--- config.mk ---
export PLATFORM = sky130hd
export DESIGN_NAME = rsTop
export DESIGN_NICKNAME = d
export VERILOG_FILES = /design/src/verilog/rsPkg.sv /design/src/verilog/slotCounters.sv /design/src/verilog/dispatchStage.sv /design/src/verilog/reservationStation.sv /design/src/verilog/issueSelect.sv /design/src/verilog/rsTop.sv
export SDC_FILE = /design/constraint.sdc
export NUM_CORES = 1
export LEC_CHECK = 0
export BUFFER_PORTS_ARGS = -buffer_cell sky130_fd_sc_hd__buf_4
export CAP_MARGIN = 25
export CORE_UTILIZATION = 62
export DETAILED_ROUTE_END_ITERATION = 10
export GPL_ROUTABILITY_DRIVEN = 0
export GPL_TIMING_DRIVEN = 1
export PLACE_DENSITY = 0.81
export SLEW_MARGIN = 20
export SYNTH_ARGS = -nofsm -noshare
export SYNTH_HDL_FRONTEND = slang
export SYNTH_SLANG_ARGS = --single-unit
--- constraint.sdc ---
create_clock -name clk -period 11.8 [get_ports clk]
set_clock_uncertainty 0.15 [all_clocks]
set_input_delay 1.18 -clock clk [delete_from_list [all_inputs] [get_ports clk]]
set_output_delay 1.18 -clock clk [all_outputs]
set_load 0.01 [all_outputs]
--- src/verilog/rsPkg.sv ---
package rsPkg;

        localparam int RS_ENTRIES = 6;
        localparam int LANES      = 3;
        localparam int TAG_W      = 4;

        typedef logic [TAG_W-1:0] tagT;

        typedef enum logic [1:0] {
                OP_ADD,
                OP_SUB,
                OP_MUL,
                OP_DIV
        } opT;

        typedef enum logic { HOLD_EMPTY, HOLD_FULL } holdStateT;

        typedef enum logic { LANE_IDLE, LANE_BUSY } laneStateT;

        // true when any completing lane broadcasts this tag.
        function automatic logic tagHit(tagT t, logic [LANES-1:0] v, tagT tags [LANES]);
                logic hit;
                hit = 1'b0;
                for (int l = 0; l < LANES; l++) begin
                        if (v[l] && tags[l] == t) begin
                                hit = 1'b1;
                        end
                end
                return hit;
        endfunction

endpackage

--- src/verilog/slotCounters.sv ---
`timescale 1ns/1ps

// ********************
// zero count of the station occupancy mask
// ********************
module freeSlots6 (
        input  logic [5:0] emptyStatus,
        output logic [2:0] num
);
        always_comb begin
                case (emptyStatus)
                        6'd0:  num = 3'd6;
                        6'd1:  num = 3'd5;
                        6'd2:  num = 3'd5;
                        6'd3:  num = 3'd4;
                        6'd4:  num = 3'd5;
                        6'd5:  num = 3'd4;
                        6'd6:  num = 3'd4;
                        6'd7:  num = 3'd3;
                        6'd8:  num = 3'd5;
                        6'd9:  num = 3'd4;
                        6'd10: num = 3'd4;
                        6'd11: num = 3'd3;
                        6'd12: num = 3'd4;
                        6'd13: num = 3'd3;
                        6'd14: num = 3'd3;
                        6'd15: num = 3'd2;
                        6'd16: num = 3'd5;
                        6'd17: num = 3'd4;
                        6'd18: num = 3'd4;
                        6'd19: num = 3'd3;
                        6'd20: num = 3'd4;
                        6'd21: num = 3'd3;
                        6'd22: num = 3'd3;
                        6'd23: num = 3'd2;
                        6'd24: num = 3'd4;
                        6'd25: num = 3'd3;
                        6'd26: num = 3'd3;
                        6'd27: num = 3'd2;
                        6'd28: num = 3'd3;
                        6'd29: num = 3'd2;
                        6'd30: num = 3'd2;
                        6'd31: num = 3'd1;
                        6'd32: num = 3'd5;
                        6'd33: num = 3'd4;
                        6'd34: num = 3'd4;
                        6'd35: num = 3'd3;
                        6'd36: num = 3'd4;
                        6'd37: num = 3'd3;
                        6'd38: num = 3'd3;
                        6'd39: num = 3'd2;
                        6'd40: num = 3'd4;
                        6'd41: num = 3'd3;
                        6'd42: num = 3'd3;
                        6'd43: num = 3'd2;
                        6'd44: num = 3'd3;
                        6'd45: num = 3'd2;
                        6'd46: num = 3'd2;
                        6'd47: num = 3'd1;
                        6'd48: num = 3'd4;
                        6'd49: num = 3'd3;
                        6'd50: num = 3'd3;
                        6'd51: num = 3'd2;
                        6'd52: num = 3'd3;
                        6'd53: num = 3'd2;
                        6'd54: num = 3'd2;
                        6'd55: num = 3'd1;
                        6'd56: num = 3'd3;
                        6'd57: num = 3'd2;
                        6'd58: num = 3'd2;
                        6'd59: num = 3'd1;
                        6'd60: num = 3'd2;
                        6'd61: num = 3'd1;
                        6'd62: num = 3'd1;
                        6'd63: num = 3'd0;
                        default: num = 3'd0;
                endcase
        end
endmodule

// zero count of the lane busy bits.
module freeLanes3 (
        input  logic [2:0] emptyStatus,
        output logic [1:0] num
);
        always_comb begin
                case (emptyStatus)
                        3'd0: num = 2'd3;
                        3'd1: num = 2'd2;
                        3'd2: num = 2'd2;
                        3'd3: num = 2'd1;
                        3'd4: num = 2'd2;
                        3'd5: num = 2'd1;
                        3'd6: num = 2'd1;
                        default: num = 2'd0;
                endcase
        end
endmodule

--- src/verilog/dispatchStage.sv ---
`timescale 1ns/1ps

module dispatchStage import rsPkg::*; (
        input  logic             clk,
        input  logic             rst,
        input  logic             inValid,
        input  opT               inOp,
        input  tagT              inDest,
        input  tagT              inSrc1,
        input  logic             inSrc1Rdy,
        input  tagT              inSrc2,
        input  logic             inSrc2Rdy,
        output logic             inStall,
        input  logic [2:0]       freeCount,
        input  logic [LANES-1:0] doneValid,
        input  tagT              doneTag [LANES],
        output logic             allocValid,
        output opT               allocOp,
        output tagT              allocDest,
        output tagT              allocSrc1,
        output logic             allocSrc1Rdy,
        output tagT              allocSrc2,
        output logic             allocSrc2Rdy
);
        holdStateT holdState;
        logic      accept;

        assign allocValid = (holdState == HOLD_FULL) && (freeCount != 3'd0);
        assign inStall    = (holdState == HOLD_FULL) && (freeCount == 3'd0);
        assign accept     = inValid && !inStall; // a strobe under stall is dropped.

        always_ff @(posedge clk) begin
                if (rst) begin
                        holdState <= HOLD_EMPTY;
                end else if (accept) begin
                        holdState <= HOLD_FULL; // refill on the handoff edge too.
                end else if (allocValid) begin
                        holdState <= HOLD_EMPTY;
                end
        end

        // ********************
        // held instruction and wakeup snooping
        // ********************
        always_ff @(posedge clk) begin
                if (accept) begin
                        allocOp      <= inOp;
                        allocDest    <= inDest;
                        allocSrc1    <= inSrc1;
                        allocSrc2    <= inSrc2;
                        allocSrc1Rdy <= inSrc1Rdy || tagHit(inSrc1, doneValid, doneTag);
                        allocSrc2Rdy <= inSrc2Rdy || tagHit(inSrc2, doneValid, doneTag);
                end else begin
                        if (tagHit(allocSrc1, doneValid, doneTag)) begin
                                allocSrc1Rdy <= 1'b1;
                        end
                        if (tagHit(allocSrc2, doneValid, doneTag)) begin
                                allocSrc2Rdy <= 1'b1;
                        end
                end
        end

endmodule

--- src/verilog/reservationStation.sv ---
`timescale 1ns/1ps

module reservationStation import rsPkg::*; (
        input  logic                  clk,
        input  logic                  rst,
        input  logic                  allocValid,
        input  opT                    allocOp,
        input  tagT                   allocDest,
        input  tagT                   allocSrc1,
        input  logic                  allocSrc1Rdy,
        input  tagT                   allocSrc2,
        input  logic                  allocSrc2Rdy,
        input  logic [LANES-1:0]      doneValid,
        input  tagT                   doneTag [LANES],
        input  logic [RS_ENTRIES-1:0] issueMask,
        output logic [2:0]            freeCount,
        output logic [RS_ENTRIES-1:0] entValid,
        output logic [RS_ENTRIES-1:0] entReady,
        output opT                    entOp [RS_ENTRIES],
        output tagT                   entDest [RS_ENTRIES]
);
        tagT                   src1 [RS_ENTRIES];
        tagT                   src2 [RS_ENTRIES];
        logic [RS_ENTRIES-1:0] src1Rdy;
        logic [RS_ENTRIES-1:0] src2Rdy;
        logic [RS_ENTRIES-1:0] allocSel;
        logic                  newSrc1Rdy;
        logic                  newSrc2Rdy;

        freeSlots6 uFreeSlots (
                .emptyStatus (entValid),
                .num         (freeCount)
        );

        assign entReady = entValid & src1Rdy & src2Rdy;

        // same-cycle broadcast counts as ready.
        assign newSrc1Rdy = allocSrc1Rdy || tagHit(allocSrc1, doneValid, doneTag);
        assign newSrc2Rdy = allocSrc2Rdy || tagHit(allocSrc2, doneValid, doneTag);

        // one-hot lowest empty entry.
        always_comb begin : pickSlot
                logic found;
                found    = 1'b0;
                allocSel = '0;
                for (int i = 0; i < RS_ENTRIES; i++) begin
                        if (!entValid[i] && !found) begin
                                allocSel[i] = 1'b1;
                                found       = 1'b1;
                        end
                end
        end

        // ********************
        // occupancy
        // ********************
        always_ff @(posedge clk) begin
                if (rst) begin
                        entValid <= '0;
                end else begin
                        for (int i = 0; i < RS_ENTRIES; i++) begin
                                if (allocValid && allocSel[i]) begin
                                        entValid[i] <= 1'b1;
                                end else if (issueMask[i]) begin
                                        entValid[i] <= 1'b0; // freed on the issue edge.
                                end
                        end
                end
        end

        // ********************
        // entry payload and wakeup
        // ********************
        always_ff @(posedge clk) begin
                for (int i = 0; i < RS_ENTRIES; i++) begin
                        if (allocValid && allocSel[i]) begin
                                entOp[i]   <= allocOp;
                                entDest[i] <= allocDest;
                                src1[i]    <= allocSrc1;
                                src2[i]    <= allocSrc2;
                                src1Rdy[i] <= newSrc1Rdy;
                                src2Rdy[i] <= newSrc2Rdy;
                        end else begin
                                if (tagHit(src1[i], doneValid, doneTag)) begin
                                        src1Rdy[i] <= 1'b1;
                                end
                                if (tagHit(src2[i], doneValid, doneTag)) begin
                                        src2Rdy[i] <= 1'b1;
                                end
                        end
                end
        end

endmodule

--- src/verilog/issueSelect.sv ---
`timescale 1ns/1ps

module issueSelect import rsPkg::*; #(
        parameter int mulLatency = 3,
        parameter int divLatency = 6
) (
        input  logic                  clk,
        input  logic                  rst,
        input  logic [RS_ENTRIES-1:0] entValid,
        input  logic [RS_ENTRIES-1:0] entReady,
        input  opT                    entOp [RS_ENTRIES],
        input  tagT                   entDest [RS_ENTRIES],
        output logic [RS_ENTRIES-1:0] issueMask,
        output logic [LANES-1:0]      issueValid,
        output opT                    issueOp [LANES],
        output tagT                   issueTag [LANES],
        output logic [LANES-1:0]      doneValid,
        output tagT                   doneTag [LANES]
);
        localparam int MAX_LAT = (divLatency > mulLatency) ? divLatency : mulLatency;
        localparam int CNT_W   = $clog2(MAX_LAT + 1);

        laneStateT        laneState [LANES];
        logic [CNT_W-1:0] laneCnt [LANES];
        tagT              laneTag [LANES];
        logic [LANES-1:0] laneBusy;
        logic [1:0]       idleCount;

        function automatic logic [CNT_W-1:0] latencyOf(opT op);
                case (op)
                        OP_MUL:  return CNT_W'(mulLatency);
                        OP_DIV:  return CNT_W'(divLatency);
                        default: return CNT_W'(1); // add and sub.
                endcase
        endfunction

        always_comb begin
                for (int l = 0; l < LANES; l++) begin
                        laneBusy[l]  = (laneState[l] == LANE_BUSY);
                        doneValid[l] = laneBusy[l] && (laneCnt[l] == CNT_W'(1));
                        doneTag[l]   = laneTag[l];
                end
        end

        freeLanes3 uFreeLanes (
                .emptyStatus (laneBusy),
                .num         (idleCount)
        );

        // ********************
        // lowest ready entries to lowest idle lanes
        // ********************
        always_comb begin : grant
                logic [1:0] granted;
                logic       placed;
                granted    = 2'd0;
                placed     = 1'b0;
                issueMask  = '0;
                issueValid = '0;
                for (int l = 0; l < LANES; l++) begin
                        issueOp[l]  = OP_ADD;
                        issueTag[l] = '0;
                end
                for (int e = 0; e < RS_ENTRIES; e++) begin
                        if (entValid[e] && entReady[e] && (granted < idleCount)) begin
                                placed = 1'b0;
                                for (int l = 0; l < LANES; l++) begin
                                        if (!laneBusy[l] && !issueValid[l] && !placed) begin
                                                issueValid[l] = 1'b1;
                                                issueOp[l]    = entOp[e];
                                                issueTag[l]   = entDest[e];
                                                placed        = 1'b1;
                                        end
                                end
                                issueMask[e] = 1'b1;
                                granted      = granted + 2'd1;
                        end
                end
        end

        // ********************
        // lane timers
        // ********************
        always_ff @(posedge clk) begin
                for (int l = 0; l < LANES; l++) begin
                        if (rst) begin
                                laneState[l] <= LANE_IDLE;
                        end else if (issueValid[l]) begin
                                laneState[l] <= LANE_BUSY;
                        end else if (doneValid[l]) begin
                                laneState[l] <= LANE_IDLE; // free the cycle after done.
                        end
                end
        end

        always_ff @(posedge clk) begin
                for (int l = 0; l < LANES; l++) begin
                        if (issueValid[l]) begin
                                laneCnt[l] <= latencyOf(issueOp[l]);
                                laneTag[l] <= issueTag[l];
                        end else if (laneBusy[l]) begin
                                laneCnt[l] <= laneCnt[l] - CNT_W'(1);
                        end
                end
        end

endmodule

--- src/verilog/rsTop.sv ---
`timescale 1ns/1ps

module rsTop import rsPkg::*; #(
        parameter int mulLatency = 3,
        parameter int divLatency = 6
) (
        input  logic             clk,
        input  logic             rst,
        input  logic             inValid,
        input  opT               inOp,
        input  tagT              inDest,
        input  tagT              inSrc1,
        input  logic             inSrc1Rdy,
        input  tagT              inSrc2,
        input  logic             inSrc2Rdy,
        output logic             inStall,
        output logic [LANES-1:0] issueValid,
        output opT               issueOp [LANES],
        output tagT              issueTag [LANES],
        output logic [LANES-1:0] doneValid,
        output tagT              doneTag [LANES],
        output logic [2:0]       freeCount
);
        logic                  allocValid;
        opT                    allocOp;
        tagT                   allocDest;
        tagT                   allocSrc1;
        logic                  allocSrc1Rdy;
        tagT                   allocSrc2;
        logic                  allocSrc2Rdy;
        logic [RS_ENTRIES-1:0] entValid;
        logic [RS_ENTRIES-1:0] entReady;
        opT                    entOp [RS_ENTRIES];
        tagT                   entDest [RS_ENTRIES];
        logic [RS_ENTRIES-1:0] issueMask;

        dispatchStage uDispatch (.*);  // done broadcast also wakes the holder.

        reservationStation uStation (.*);

        issueSelect #(
                .mulLatency (mulLatency),
                .divLatency (divLatency)
        ) uIssue (.*);

endmodule

# --- Word level (Yosys, flattened, before mapping) ---
# Memories as Yosys holds them, arrays and structs flattened.
# Index checks and enable logic that the tools add are counted.
word_totals:
  regBits: 71
  latch_bits: 0
  mem_bits_rw: 72
  mem_bits_ro: 192
  output_inout_bits: 40
  wordCells: 629
  n_memories: 6
classes:
  n_addsub: 7
  n_mul: 0
  div: 0
  magnitude_cmp: 6
  eq_ne: 63
  n_shift: 0
  n_mux: 315
  bitwise_logic: 11
  reduce_logical: 184
memory_table:
  columns: ["memory", "words", "word_bits", "rd", "rd_ports_with_merged_regs", "write_ports", "line", "rtl"]
  rows:
  - ["(name not given)", 64, 3, 1, 0, 0, "slotCounters.sv:11", "case (emptyStatus)"]
  - ["uStation.src1", 6, 4, 6, 0, 1, "reservationStation.sv:22", "tagT src1 [RS_ENTRIES];"]
  - ["uStation.src2", 6, 4, 6, 0, 1, "reservationStation.sv:23", "tagT src2 [RS_ENTRIES];"]
  - ["uIssue.laneTag", 3, 4, 3, 0, 3, "issueSelect.sv:25", "tagT laneTag [LANES];"]
  - ["uIssue.laneCnt", 3, 3, 3, 0, 3, "issueSelect.sv:24", "logic [CNT_W-1:0] laneCnt [LANES];"]
  - ["uIssue.laneState", 3, 1, 3, 0, 3, "issueSelect.sv:23", "laneStateT laneState [LANES];"]
op_table:
  columns: ["operator", "count"]
  rows:
  - ["$mux 1", 227]
  - ["$eq 4x4->1", 48]
  - ["$mux 4", 28]
  - ["$logic_and 1x1->1", 104]
  - ["$mux 12", 6]
  - ["$mux 3", 22]
  - ["$mux 2", 22]
  - ["$reduce_bool 2->1", 21]
  - ["$logic_not 1->1", 40]
  - ["$reduce_or 4->1", 10]
  - ["$mux 6", 6]
  - ["$pmux 3 s2", 3]
  - ["$and 6x6->6", 2]
  - ["$eq 2x2->1 const B", 6]
  - ["$eq 3x1->1 const B", 4]
  - ["$eq 3x3->1 const B", 3]
  - ["$or 1x1->1", 9]
  - ["$sub 3x1->3 const B", 3]
  - ["$lt 2x2->1", 4]
  - ["$add 2x1->2 const B", 3]
  - ["$eq 3x2->1 const B", 2]
  - ["$logic_not 3->1", 2]
  - ["$pmux 2 s3", 1]
  - ["$reduce_or 3->1", 2]
  - ["5 further kinds", 8]

# --- Depth between registers and ports, before layout ---
# An unclocked memory read counts as a cell.
depth:
  word_depth: 80
  ltp_mapped: 38
  mapped_depth_nobuf: 32

# --- Cells and area by module ---
# A second synthesis with hierarchy kept.
unflattened:
  hier_cells: 905
  area_unflattened_um2: 9679.3
by_module_without_submodules:
  columns: ["module", "n_inst", "cells_per_inst", "area_per_inst_um2", "seq_area_each_um2"]
  rows:
  - ["reservationStation", 1, 441, 5362.6, 3002.9]
  - ["issueSelect", 1, 320, 2850.2, 720.7]
  - ["dispatchStage", 1, 102, 1123.6, 500.5]
  - ["freeSlots6", 1, 39, 315.3, 0.0]
  - ["freeLanes3", 1, 3, 27.5, 0.0]

# --- Worst setup path before layout ---
# Ideal clock, no wire load.
synth_path:
  kind: "register to output"
  startpoint: "mem uIssue.laneState[2] (netlist bit)"
  endpoint: "out issueValid[1]"
  t_arrival_ns: 7.655
  required_ns: 10.470
  slack_ns: 2.815
  stages_incl_launch_ff: 37
  n_path_buf: 6
  cell_sequence: "edfxtp_1 > fa_1 > a31oi_1 > o21ai_0 > clkbuf_1 > ha_1 > a311o_1 > a211o_1 > buf_6 > buf_2 > nand2_1 > o21ai_0 > ha_1 > nand4b_1 > nor2_1 > a31o_2 > nand2_1 > xnor2_1 > ha_1 > nand4b_1 > nor2_1 > o311ai_0 > o22a_1 > clkbuf_1 > clkbuf_1 > a21oi_1 > xor2_1 > ha_1 > nand4b_1 > nor2_1 > nand2_1 > a211oi_1 > a221oi_1 > buf_2 > maj3_1 > a21o_1 > nand2_1"
synth_rtl:
  columns: ["item", "line", "rtl"]
  rows:
  - ["start, declared", "issueSelect.sv:23", null]
  - ["end, declared", "rsTop.sv:17", "output logic [LANES-1:0] issueValid,"]

==> results.txt <==
status = finished, violations left
failing checks = DRC
Rel. slew slack = 37.8%
Worst-Margin Slew = 0.927 ns
CP bufs+invs = 2
Worst EP required = 10.47 ns
port bufs = 58
Post-Synth Adder-Cell Area = 2.92%
Final Max Slew Viols = 0
Main synth FF type = edfxtp_1
clock tree buffer depth = 2
Post-synth EDFFs = 136
# clock sinks = 143
post-synthesis xor/xnor area fraction = 19.0%
gr busiest metal = met2
TritonRoute pass-1 iters = 11
Die X = 125 um
initial core utilization = 64.1%
Power, Total = 0.00122 W
first-pass GRT wire length = 41.2 mm
post-synthesis compound-gate area fraction = 14.3%
syn avg cell area = 10.6 um^2
# IOs = 59
GR Overflow Total = 0
fill cell count = 1029
Post-Synth Simple-Gate Area = 13.7%
final wirelength = 27.1 mm
met3 Usage GRT = 8.60%
Vias = 7811
Synth cell types = 85
CTS tree = built
unrepaired setup endpoints after global routing = no
Final Core Density = 72.2%
worst-path maximum fanout = 19
Die H = 125 um
nets = 970
drt wl/cell = 24.0 um
Root Buffer = clkbuf_16
commonest non-fill, non-tap cell in the layout = xor2_1
DRC = 3
asr flop ratio synth = 0%
Inst Count DP = 1096
Core Box Area = 14700 um^2
Max-Cap Viols = 0
H-tree Lvls = 4
layout cells sized above 1 = 14.9%
Non-Filler Instances = 1130
later-pin clock latency in the skew report = 0.43 ns
placed cell area = 10000 um^2
final count of negative-setup-slack endpoints = 0
full die area = 15700 um^2
Syn. warnings = 0
fmax = 91.7 MHz
Setup CP Type = flop to primary output
Via density = 6.91
Setup crit start kind = flop
Seq/Total Area, Yosys = 44.8%
family with the most delay on the worst path = compound AO/OA/AOI/OAI gates
hold depth = 2
diodes inserted = 0
worst hold path type = flop to flop
CP arrival = 9.57 ns
mux cell area share after synthesis = 1.29%
largest family of logic cells by synthesized area = XOR/XNOR gates
HPWL after DPL = 17.7 mm
final hold violation count = 0
pin count of the biggest net entering global routing = 27
most frequent cells in the layout = xor2_1 (193), edfxtp_1 (136), buf_4 (80)
Pwr per Cell Area = 115 nW/um^2
initial DRC count = 1058
initial antenna violation count = 0
Worst-path clk slew = 0.06 ns
Site Rows = 44
Register-to-Register Path Depth = 32
Area growth syn-to-layout = 12.6%
Synth Cell Area = 9430 um^2
CP Capture Type = primary output
GRT Util Overall = 35.0%
vias in the first global route = 7578
Post-DRT Antenna Nets = 0
Fin Setup TNS = 0 ns
Worst path depth = 33
slowest CP cell = edfxtp_1
P_leak = 3.84 nW
met2 Usage GRT = 57.0%
flops & latches, synth = 143
Peak VDD IR = 0.0944 mV
routing usage on met1 = 42.6%
crit-path max cell delay = 0.79 ns
final instance area = 10600 um^2
Post-Syn Nets = 927
final worst path period share = 92.4%
CTS Buf Count = 17
fin crit period = 10.90 ns
CTS Hold Bufs = 0
Mapped Cells = 890
Most common cell on crit path = ha_1
## per-stage QoR
step,setup WS (ns),hold WS [ns]
final,0.895,0.420
after global routing,0.103,0.459
after CTS,0.812,0.422
after detailed placement,1.27,0.410
after global placement,1.58,0.395
after floorplan,2.82,0.344
## logic make-up (layout without fill, tap and decap cells)
group,Yosys count,after routing
AO/OA/AOI/OAI,172,172
XOR/XNOR,205,205
adder cells (fa/ha/maj),22,22
buffers and inverters,89,145
flip-flops,143,143
multiplexers,12,12
AND/OR/NAND/NOR,247,247
## final cells by class
type                    instances  area [um^2]  area share (%)
clock buffers                  17          425            4.01
repair buffers                 80          601            5.66
multi-input cells             658         4860            45.8
flip-flops and latches        143         4220            39.8
clock inverters                15          150            1.41
well taps                     184          230            2.17
inverters                      33          124            1.17
## power breakdown
group	leakage, nW	internal [W]	switching, W	total [W]
logic	2.26	0.0000399	0.0000693	0.000109
registers	1.30	0.000567	0.0000161	0.000584
clock network	0.275	0.000296	0.000232	0.000528
## state kept, by name, summed over array words and instances (netlist names), 6 cells and up
signal and count:
uIssue.laneCnt 9, uIssue.laneTag 12, uStation.entDest 24, uStation.entOp 12, uStation.entValid 6, uStation.src1 24, uStation.src1Rdy 6, uStation.src2 24
uStation.src2Rdy 6
## tightest hold or removal path, stage by stage (launching register included)
cell	delay, ns
dfxtp_1	0.38
nand2_1	0.09
a21oi_1	0.06
## cells in the mapped netlist, types with 3 or more instances
cell	instances	share of area (%)
nand2_1	77	3.1
a211o_1	5	0.46
nor2_1	29	1.2
nand4b_1	3	0.28
and3_1	3	0.20
inv_1	32	1.3
a222oi_1	10	1.1
and2_1	4	0.27
buf_1	9	0.36
xnor2_1	12	1.1
clkbuf_1	37	1.5
buf_6	3	0.36
o31ai_1	8	0.64
nor3b_1	3	0.24
nand2b_1	6	0.40
a221oi_1	5	0.46
a22o_1	5	0.46
nand4_1	15	1.0
a211oi_1	7	0.56
a21o_1	4	0.32
o21ai_0	19	1.0
a31oi_1	5	0.33
dfxtp_1	7	1.5
buf_2	6	0.32
nor4_1	51	3.4
o211ai_1	3	0.24
or3_1	5	0.33
a21oi_1	29	1.5
a221o_1	9	0.96
a22oi_1	21	1.7
mux2i_1	11	1.2
edfxtp_1	136	43
xor2_1	193	18
ha_1	17	2.3
nand3_1	21	1.1
nor3_1	14	0.74
## final timing paths
path | startpoint | end | slack [ns]
max | uIssue.laneState[2] | issueValid[2] | 0.90
min | uStation.entValid[1] | uStation.entValid[1] | 0.42
max reg2reg | uIssue.laneState[2] | uIssue.laneTag[0][8] | 2.37
min reg2reg | uStation.entValid[1] | uStation.entValid[1] | 0.42
## metal layers
metal | wire length, um | part of all wire [%]
met1 | 9730 | 36
met2 | 12800 | 47
met3 | 3250 | 12
met4 | 1360 | 5.0
met5 | 0 | 0
## what timing repair did
| item | CTS | global route |
|---|---|---|
| setup buffers | 0 | 2 |
| resized for setup | 0 | 2 |
| endpoints found under the setup margin | 0 | 10 |
No activity file was read; power rests on OpenSTA's default activity.
